==> config.mk <==
export PLATFORM = sky130hd
export DESIGN_NAME = videoTop
export DESIGN_NICKNAME = d
export VERILOG_FILES = /design/src/rtl/videoPkg.sv /design/src/rtl/borderUnit.sv /design/src/rtl/rasterTiming.sv /design/src/rtl/videoRegs.sv /design/src/rtl/videoTop.sv
export SDC_FILE = /design/constraint.sdc
export NUM_CORES = 1
export LEC_CHECK = 0
export BUFFER_PORTS_ARGS = -buffer_cell sky130_fd_sc_hd__buf_4
export CAP_MARGIN = 25
export CORE_MARGIN = 4
export CORE_UTILIZATION = 55
export DETAILED_ROUTE_END_ITERATION = 6
export PLACE_DENSITY = 0.75
export SLEW_MARGIN = 20
export SYNTH_ARGS = -nofsm -noshare
export SYNTH_HDL_FRONTEND = slang
export SYNTH_HIERARCHICAL = 1
export SYNTH_SLANG_ARGS = --single-unit
==> constraint.sdc <==
create_clock -name clk -period 4.1 [get_ports clk]
set_input_delay 0 -clock clk [delete_from_list [all_inputs] [get_ports clk]]
set_output_delay 0 -clock clk [all_outputs]
set_load 0.005 [all_outputs]
==> src/rtl/videoPkg.sv <==
// ================================================
// Shared definitions for the video border section
// Frame sizes, field widths, register addresses,
// reset defaults and the control-word union
// ================================================

package videoPkg;

	// Frame geometry in dots per line and lines per frame
	localparam int hTotal = 520;
	localparam int vTotal = 312;

	// Field widths
	localparam int rasterXWidth = 11;
	localparam int rasterYWidth = 9;
	localparam int colorWidth = 4;
	localparam int regAddrWidth = 3;

	// Last counter values before the raster wraps
	localparam logic [rasterXWidth-1:0] hLast = rasterXWidth'(hTotal - 1);
	localparam logic [rasterYWidth-1:0] vLast = rasterYWidth'(vTotal - 1);

	// ================================================
	// Register map
	// ================================================
	localparam logic [regAddrWidth-1:0] addrCtrl1 = 3'd0;
	localparam logic [regAddrWidth-1:0] addrCtrl2 = 3'd1;
	localparam logic [regAddrWidth-1:0] addrVBorderOff = 3'd2;
	localparam logic [regAddrWidth-1:0] addrVBorderOn = 3'd3;
	localparam logic [regAddrWidth-1:0] addrHBorderOff = 3'd4;
	localparam logic [regAddrWidth-1:0] addrHBorderOn = 3'd5;
	localparam logic [regAddrWidth-1:0] addrBorderColor = 3'd6;
	localparam logic [regAddrWidth-1:0] addrBgColor = 3'd7;

	// Reset values, a 25-row by 40-column screen
	localparam logic [rasterYWidth-1:0] vBorderOffDefault = 9'd51;
	localparam logic [rasterYWidth-1:0] vBorderOnDefault = 9'd250;
	localparam logic [rasterXWidth-1:0] hBorderOffDefault = 11'd24;
	localparam logic [rasterXWidth-1:0] hBorderOnDefault = 11'd343;
	localparam logic [colorWidth-1:0] borderColorDefault = 4'd14;
	localparam logic [colorWidth-1:0] bgColorDefault = 4'd6;
	localparam logic denDefault = 1'b1;
	localparam logic rselDefault = 1'b1;
	localparam logic cselDefault = 1'b1;
	localparam logic col80Default = 1'b0;

	// Write data word, read through the view that matches the address
	typedef union packed {
		struct packed {
			logic [13:0] reserved;
			logic den;
			logic rsel;
		} ctrl1;
		struct packed {
			logic [13:0] reserved;
			logic col80;
			logic csel;
		} ctrl2;
	} ctrlWord;

endpackage

==> src/rtl/borderUnit.sv <==
// ================================================
// Border unit
// Mode-dependent border windows, registered border
// flags, combined border and pixel colour select
// ================================================

`timescale 1ns/1ps

module borderUnit (
	input  logic clk,
	input  logic rstN,
	input  logic [videoPkg::rasterXWidth-1:0] rasterX,
	input  logic [videoPkg::rasterYWidth-1:0] rasterY,
	input  logic den,
	input  logic rsel,
	input  logic csel,
	input  logic col80,
	input  logic [videoPkg::rasterYWidth-1:0] vBorderOff,
	input  logic [videoPkg::rasterYWidth-1:0] vBorderOn,
	input  logic [videoPkg::rasterXWidth-1:0] hBorderOff,
	input  logic [videoPkg::rasterXWidth-1:0] hBorderOn,
	input  logic [videoPkg::colorWidth-1:0] borderColor,
	input  logic [videoPkg::colorWidth-1:0] bgColor,
	output logic hBorder,
	output logic vBorder,
	output logic border,
	output logic [videoPkg::colorWidth-1:0] pixelColor
);

	// Window edges, held at the compare widths so that the sums wrap
	logic [videoPkg::rasterYWidth-1:0] vStart;
	logic [videoPkg::rasterYWidth-1:0] vEnd;
	logic [videoPkg::rasterXWidth-1:0] hStart;
	logic [videoPkg::rasterXWidth-1:0] hEnd;

	// Next values of the two flags
	logic vBorderNext;
	logic hBorderNext;

	// ================================================
	// Window edges
	// ================================================
	// Row select clear gives 24 rows, four lines narrower at each end
	always_comb begin
		if (rsel) begin
			vStart = vBorderOff;
			vEnd = vBorderOn;
		end else begin
			vStart = vBorderOff + 9'd4;
			vEnd = vBorderOn - 9'd4;
		end
	end

	// Column select clear gives 38 columns, 80-column mode stretches the right edge
	always_comb begin
		case ({col80, csel})
			2'b01: begin
				hStart = hBorderOff;
				hEnd = hBorderOn;
			end
			2'b00: begin
				hStart = hBorderOff + 11'd7;
				hEnd = hBorderOn - 11'd9;
			end
			2'b11: begin
				hStart = hBorderOff;
				hEnd = hBorderOn + 11'd320;
			end
			default: begin
				hStart = hBorderOff + 11'd7;
				hEnd = hBorderOn + 11'd312;
			end
		endcase
	end

	// The border opens only with the display enabled and inside the window
	assign vBorderNext = !(den && (rasterY >= vStart) && (rasterY <= vEnd));
	assign hBorderNext = !(den && (rasterX >= hStart) && (rasterX <= hEnd));

	// ================================================
	// Border flags
	// ================================================
	always_ff @(posedge clk) begin
		if (!rstN) begin
			vBorder <= 1'b1;
			hBorder <= 1'b1;
		end else begin
			vBorder <= vBorderNext;
			hBorder <= hBorderNext;
		end
	end

	// Combined flag and colour follow the registered flags directly
	assign border = hBorder | vBorder;
	assign pixelColor = border ? borderColor : bgColor;

	// A disabled display closes both windows on the next cycle
	denClosesBorder: assert property (@(posedge clk) disable iff (!rstN)
		!den |=> (vBorder && hBorder));

endmodule

==> src/rtl/rasterTiming.sv <==
// ================================================
// Raster timing
// Free-running dot and line counters for one frame
// ================================================

`timescale 1ns/1ps

module rasterTiming (
	input  logic clk,
	input  logic rstN,
	output logic [videoPkg::rasterXWidth-1:0] rasterX,
	output logic [videoPkg::rasterYWidth-1:0] rasterY
);

	// Line end and frame end markers
	logic lineEnd;
	logic frameEnd;

	assign lineEnd = (rasterX == videoPkg::hLast);
	assign frameEnd = (rasterY == videoPkg::vLast);

	// ================================================
	// Horizontal dot counter
	// ================================================
	always_ff @(posedge clk) begin
		if (!rstN) begin
			rasterX <= '0;
		end else if (lineEnd) begin
			rasterX <= '0;
		end else begin
			rasterX <= rasterX + 1'b1;
		end
	end

	// ================================================
	// Vertical line counter
	// ================================================
	// Advances only once per line, when the dot counter wraps
	always_ff @(posedge clk) begin
		if (!rstN) begin
			rasterY <= '0;
		end else if (lineEnd) begin
			if (frameEnd) begin
				rasterY <= '0;
			end else begin
				rasterY <= rasterY + 1'b1;
			end
		end
	end

	// Both counters stay inside the frame for the whole run
	rasterInFrame: assert property (@(posedge clk) disable iff (!rstN)
		(rasterX < videoPkg::hTotal) && (rasterY < videoPkg::vTotal));

endmodule

==> src/rtl/videoRegs.sv <==
// ================================================
// Video register file
// Write-only control bits, border compare values
// and the border and background colours
// ================================================

`timescale 1ns/1ps

module videoRegs (
	input  logic clk,
	input  logic rstN,
	input  logic wrEn,
	input  logic [videoPkg::regAddrWidth-1:0] wrAddr,
	input  videoPkg::ctrlWord wrData,
	output logic den,
	output logic rsel,
	output logic csel,
	output logic col80,
	output logic [videoPkg::rasterYWidth-1:0] vBorderOff,
	output logic [videoPkg::rasterYWidth-1:0] vBorderOn,
	output logic [videoPkg::rasterXWidth-1:0] hBorderOff,
	output logic [videoPkg::rasterXWidth-1:0] hBorderOn,
	output logic [videoPkg::colorWidth-1:0] borderColor,
	output logic [videoPkg::colorWidth-1:0] bgColor
);

	// ================================================
	// Register write decode
	// ================================================
	// One register changes per strobe and every other register keeps its value
	always_ff @(posedge clk) begin
		if (!rstN) begin
			den <= videoPkg::denDefault;
			rsel <= videoPkg::rselDefault;
			csel <= videoPkg::cselDefault;
			col80 <= videoPkg::col80Default;
			vBorderOff <= videoPkg::vBorderOffDefault;
			vBorderOn <= videoPkg::vBorderOnDefault;
			hBorderOff <= videoPkg::hBorderOffDefault;
			hBorderOn <= videoPkg::hBorderOnDefault;
			borderColor <= videoPkg::borderColorDefault;
			bgColor <= videoPkg::bgColorDefault;
		end else if (wrEn) begin
			case (wrAddr)
				// First control word carries display enable and row select
				videoPkg::addrCtrl1: begin
					den <= wrData.ctrl1.den;
					rsel <= wrData.ctrl1.rsel;
				end
				// Second control word carries column select and 80-column mode
				videoPkg::addrCtrl2: begin
					csel <= wrData.ctrl2.csel;
					col80 <= wrData.ctrl2.col80;
				end
				// Vertical compare values use the low line-number bits
				videoPkg::addrVBorderOff: vBorderOff <= wrData[videoPkg::rasterYWidth-1:0];
				videoPkg::addrVBorderOn:  vBorderOn <= wrData[videoPkg::rasterYWidth-1:0];
				// Horizontal compare values use the low dot-position bits
				videoPkg::addrHBorderOff: hBorderOff <= wrData[videoPkg::rasterXWidth-1:0];
				videoPkg::addrHBorderOn:  hBorderOn <= wrData[videoPkg::rasterXWidth-1:0];
				// Colour indices
				videoPkg::addrBorderColor: borderColor <= wrData[videoPkg::colorWidth-1:0];
				videoPkg::addrBgColor:     bgColor <= wrData[videoPkg::colorWidth-1:0];
				default: begin
					// Every address is mapped, nothing to do here
				end
			endcase
		end
	end

endmodule

==> src/rtl/videoTop.sv <==
// ================================================
// Video border section top level
// Raster timing, register file and border unit
// ================================================

`timescale 1ns/1ps

module videoTop (
	input  logic clk,
	input  logic rstN,
	input  logic wrEn,
	input  logic [videoPkg::regAddrWidth-1:0] wrAddr,
	input  videoPkg::ctrlWord wrData,
	output logic [videoPkg::rasterXWidth-1:0] rasterX,
	output logic [videoPkg::rasterYWidth-1:0] rasterY,
	output logic hBorder,
	output logic vBorder,
	output logic border,
	output logic [videoPkg::colorWidth-1:0] pixelColor
);

	// Register file outputs into the border unit
	logic den;
	logic rsel;
	logic csel;
	logic col80;
	logic [videoPkg::rasterYWidth-1:0] vBorderOff;
	logic [videoPkg::rasterYWidth-1:0] vBorderOn;
	logic [videoPkg::rasterXWidth-1:0] hBorderOff;
	logic [videoPkg::rasterXWidth-1:0] hBorderOn;
	logic [videoPkg::colorWidth-1:0] borderColor;
	logic [videoPkg::colorWidth-1:0] bgColor;

	// ================================================
	// Instances
	// ================================================
	rasterTiming uTiming (
		.clk(clk), .rstN(rstN),
		.rasterX(rasterX), .rasterY(rasterY)
	);

	videoRegs uRegs (
		.clk(clk), .rstN(rstN),
		.wrEn(wrEn), .wrAddr(wrAddr), .wrData(wrData),
		.den(den), .rsel(rsel), .csel(csel), .col80(col80),
		.vBorderOff(vBorderOff), .vBorderOn(vBorderOn),
		.hBorderOff(hBorderOff), .hBorderOn(hBorderOn),
		.borderColor(borderColor), .bgColor(bgColor)
	);

	// Flags lag the raster by one cycle
	borderUnit uBorder (
		.clk(clk), .rstN(rstN),
		.rasterX(rasterX), .rasterY(rasterY),
		.den(den), .rsel(rsel), .csel(csel), .col80(col80),
		.vBorderOff(vBorderOff), .vBorderOn(vBorderOn),
		.hBorderOff(hBorderOff), .hBorderOn(hBorderOn),
		.borderColor(borderColor), .bgColor(bgColor),
		.hBorder(hBorder), .vBorder(vBorder),
		.border(border), .pixelColor(pixelColor)
	);

endmodule

==> impl_metrics.toml <==
[power]
power_mw = 1.49
clkPwrFrac = 0.403
netSwitchingFraction = 0.266
p_leak_nw = 2.41
p_comb_frac = 0.091
p_per_area_nw_per_um2 = 273
pwr-share-seq = 0.506
p_sw_uw = 396
internal_power_mw = 1.09
peakVddDrop_mv = 0.302

[logic_synthesis]
synth.most_common_cell = "dfxtp_1"
synth.avg_cell_area_um2 = 8.97
synth_edf_count = 0
netlist.area_leader.share = 0.311
synth_warnings = 6
yosysSeqAreaShare = 0.311
syn_inst = 531
synth_commonest_cells = "dfxtp_1, mux2i_1, nand2_1, ha_1, nor2b_1"
synth.cell_area_um2 = 4760
ys_seq_elements = 74
synth_area_leader_cell = "dfxtp_1"
synth_area_leaders = "dfxtp_1, ha_1, mux2i_1"
synthFlopType = "dfxtp_1"
synth_cell_types = 50
async_flop_share = 0
synth_nets = 603

[route]
drcViolationCount = 0
routed_wirelength_um = 11100
detail_route.wl_per_cell_um = 16.2
ant_nets = 0
top_layer_used = "met4"
vias = 3943
routed-wl-met3_um = 471
firstDrtPassIters = 4
met2_length_um = 5500
wl_met1_um = 4970
drt-initial-drc-count = 162
vias_per_cell = 5.74

[sta]
period_minus_slack_ns = 2.90
setup_tns_ns = 0
relSlewSlack = 0.540
post-route-period-util = 0.708
final-hold-violation-count = 0
worst_pin_slew_ns = 0.690
setup_violations = 0
max_freq_ghz = 0.344
fin_skew_ns = 0.00725
report.final.slew_viol_count = 0
rsz0062_at_grt = "no"

[clock_tree]
post_cts_buffers = 0
cts_resized = 0
cts-root-buf = "clkbuf_8"
cts_buffer_depth = 2
cts.sinks = 74
cts_tree = "done"
numCtsBuffers = 9
clock_latency_ns = 0.36
clk_transition_reported_paths_ns = 0.09
h-tree-depth = 3

[critical_path]
startpoint_type = "register"
end_kind = "register"
crit_path_max_fanout = 4
critPathRequiredTime_ns = 4.38
crit_type = "register to register"
worstPathArrival_ns = 3.19

[placement]
placed_area_um2 = 5100
place.gp.congestion = 0.797
io_buffers = 43
dp_hpwl_um = 8240

[global_route]
grt.total_usage = 0.228
grt-ovfl-total = 0
grt_pass1_vias = 3915
antenna_found_initial = 0
grt_first_pass_wirelength_um = 18300
grt_max_degree = 81

[status]
status = "complete, no violations"

[hold_path]
hold_class = "input port to register"

[die]
coreArea_um2 = 8300
ios = 49
initial_utilization = 0.574
core.rowCount = 33
die_x_um = 101
die_y_um = 101
die-area_um2 = 10200

[cells_and_area]
stdcell_area_um2 = 5450
antenna_cells = 0
syn_to_final_growth_pct = 14.5
nets = 649
layout-drive-gt1-share = 0.117

[job]
drv_cap = 0
==> area by class of cell <==
type                            instances  area, um2
Clock buffer                            9        124
Clock inverter                          7       83.8
Fill cell                             699       2850
Inverter                               21       78.8
Multi-Input combinational cell        414       3090
Sequential cell                        74       1480
Tap cell                              105        131
Timing Repair Buffer                   57        463
==> worst paths after layout <==
check / start / endpoint / slack (ns) / cells past startpoint
worst max register to register: uRegs/hBorderOff[0]$_SDFFE_PN0P_ / uBorder/hBorder$_SDFF_PN1_ / 1.20 / 12
worst min-delay path: wrEn / uRegs/csel$_SDFFE_PN1P_ / 0.07 / 3
worst max-delay path: uRegs/hBorderOff[0]$_SDFFE_PN0P_ / uBorder/hBorder$_SDFF_PN1_ / 1.20 / 12
worst min register to register: uRegs/bgColor[3]$_SDFFE_PN0P_ / uRegs/bgColor[3]$_SDFFE_PN0P_ / 0.48 / 2
==> what timing repair did <==
action                                 4_1_cts  5_1_grt
setup endpoints to repair                    0        0
hold buffers                                14        0
endpoints found under the hold margin       37        0
==> power groups by stage <==
stage                     logic [mW]  registers [mW]  clock network [mW]
after detailed placement       0.124           0.769                   0
after floorplan               0.0890           0.761                   0
after global routing           0.150           0.755               0.636
final                          0.135           0.752               0.599
after CTS                      0.134           0.752               0.612
after global placement         0.118           0.768                   0
==> cells in the final DEF (no fill, tap or decap), types with 2 or more instances in the layout <==
cell type       n
inv_1          21
nand4bb_1       2
and3_1          6
o31ai_1         4
inv_6           3
mux2i_1        55
or3_4           2
xor2_1         18
dlygate4sd3_1  14
o211ai_1        6
nand2b_1        4
or3_1           2
nand2_1        52
nand3_1        18
a21o_1          2
clkbuf_8        9
xnor2_1        28
and4b_1         2
nor3b_1         2
mux2_2          4
nor4b_1         2
or4_1           3
dfxtp_1        74
buf_4          43
a221oi_1        2
nor2b_1        42
nor3_1          9
nand4b_1        3
ha_1           50
nor4_1          5
nor2_1         30
nand4_1         9
a211o_1         2
o21ai_0        11
a211oi_1        2
a31oi_1         4
a21oi_1        20
==> stage by stage <==
stage	hold WS, ns	util	setup WS (ns)	instances
global placement	0.284	0.615	1.46	657
detailed placement	0.285	0.615	1.28	657
floorplan	0.0946	-	1.64	531
finish	0.0661	0.657	1.20	687
global route	0.0604	0.657	1.04	687
CTS	0.0509	0.657	1.25	687
==> worst max-delay path, cell delays in order (launching register included) <==
cell and delay, ns:
dfxtp_1 0.40, inv_1 0.06, ha_1 0.20, nor2b_1 0.13
nor3b_1 0.28, and3_1 0.28, xnor2_1 0.18, ha_1 0.31
a21oi_1 0.16, nand2_1 0.08, a2111oi_0 0.49, o31ai_1 0.15
o211ai_1 0.11
==> flip-flops by register name, indices dropped and copies added, names as in the netlist <==
register,count
uRegs/borderColor,4
uTiming/rasterY,9
uRegs/den,1
uTiming/rasterX,11
uRegs/bgColor,4
uRegs/vBorderOn,9
uBorder/vBorder,1
uRegs/rsel,1
uRegs/csel,1
uRegs/hBorderOn,11
uBorder/hBorder,1
uRegs/vBorderOff,9
uRegs/col80,1
uRegs/hBorderOff,11
==> metal layers <==
metal,GRT usage,vias up
met2,0.394,84
met5,0,-
met3,0.0436,20
met4,0.0808,0
met1,0.280,1870
li1,-,1969
==> cells by family after synthesis <==
kind of cell | count (synthesis) | share of synthesized area
AND/OR/NAND/NOR | 200 | 0.228
flip-flops | 74 | 0.311
AO/OA/AOI/OAI | 59 | 0.0793
multiplexers | 59 | 0.125
adder cells (fa/ha/maj) | 50 | 0.131
XOR/XNOR | 46 | 0.0846
buffers and inverters | 43 | 0.0402
Power figures use the tool's default switching activity.
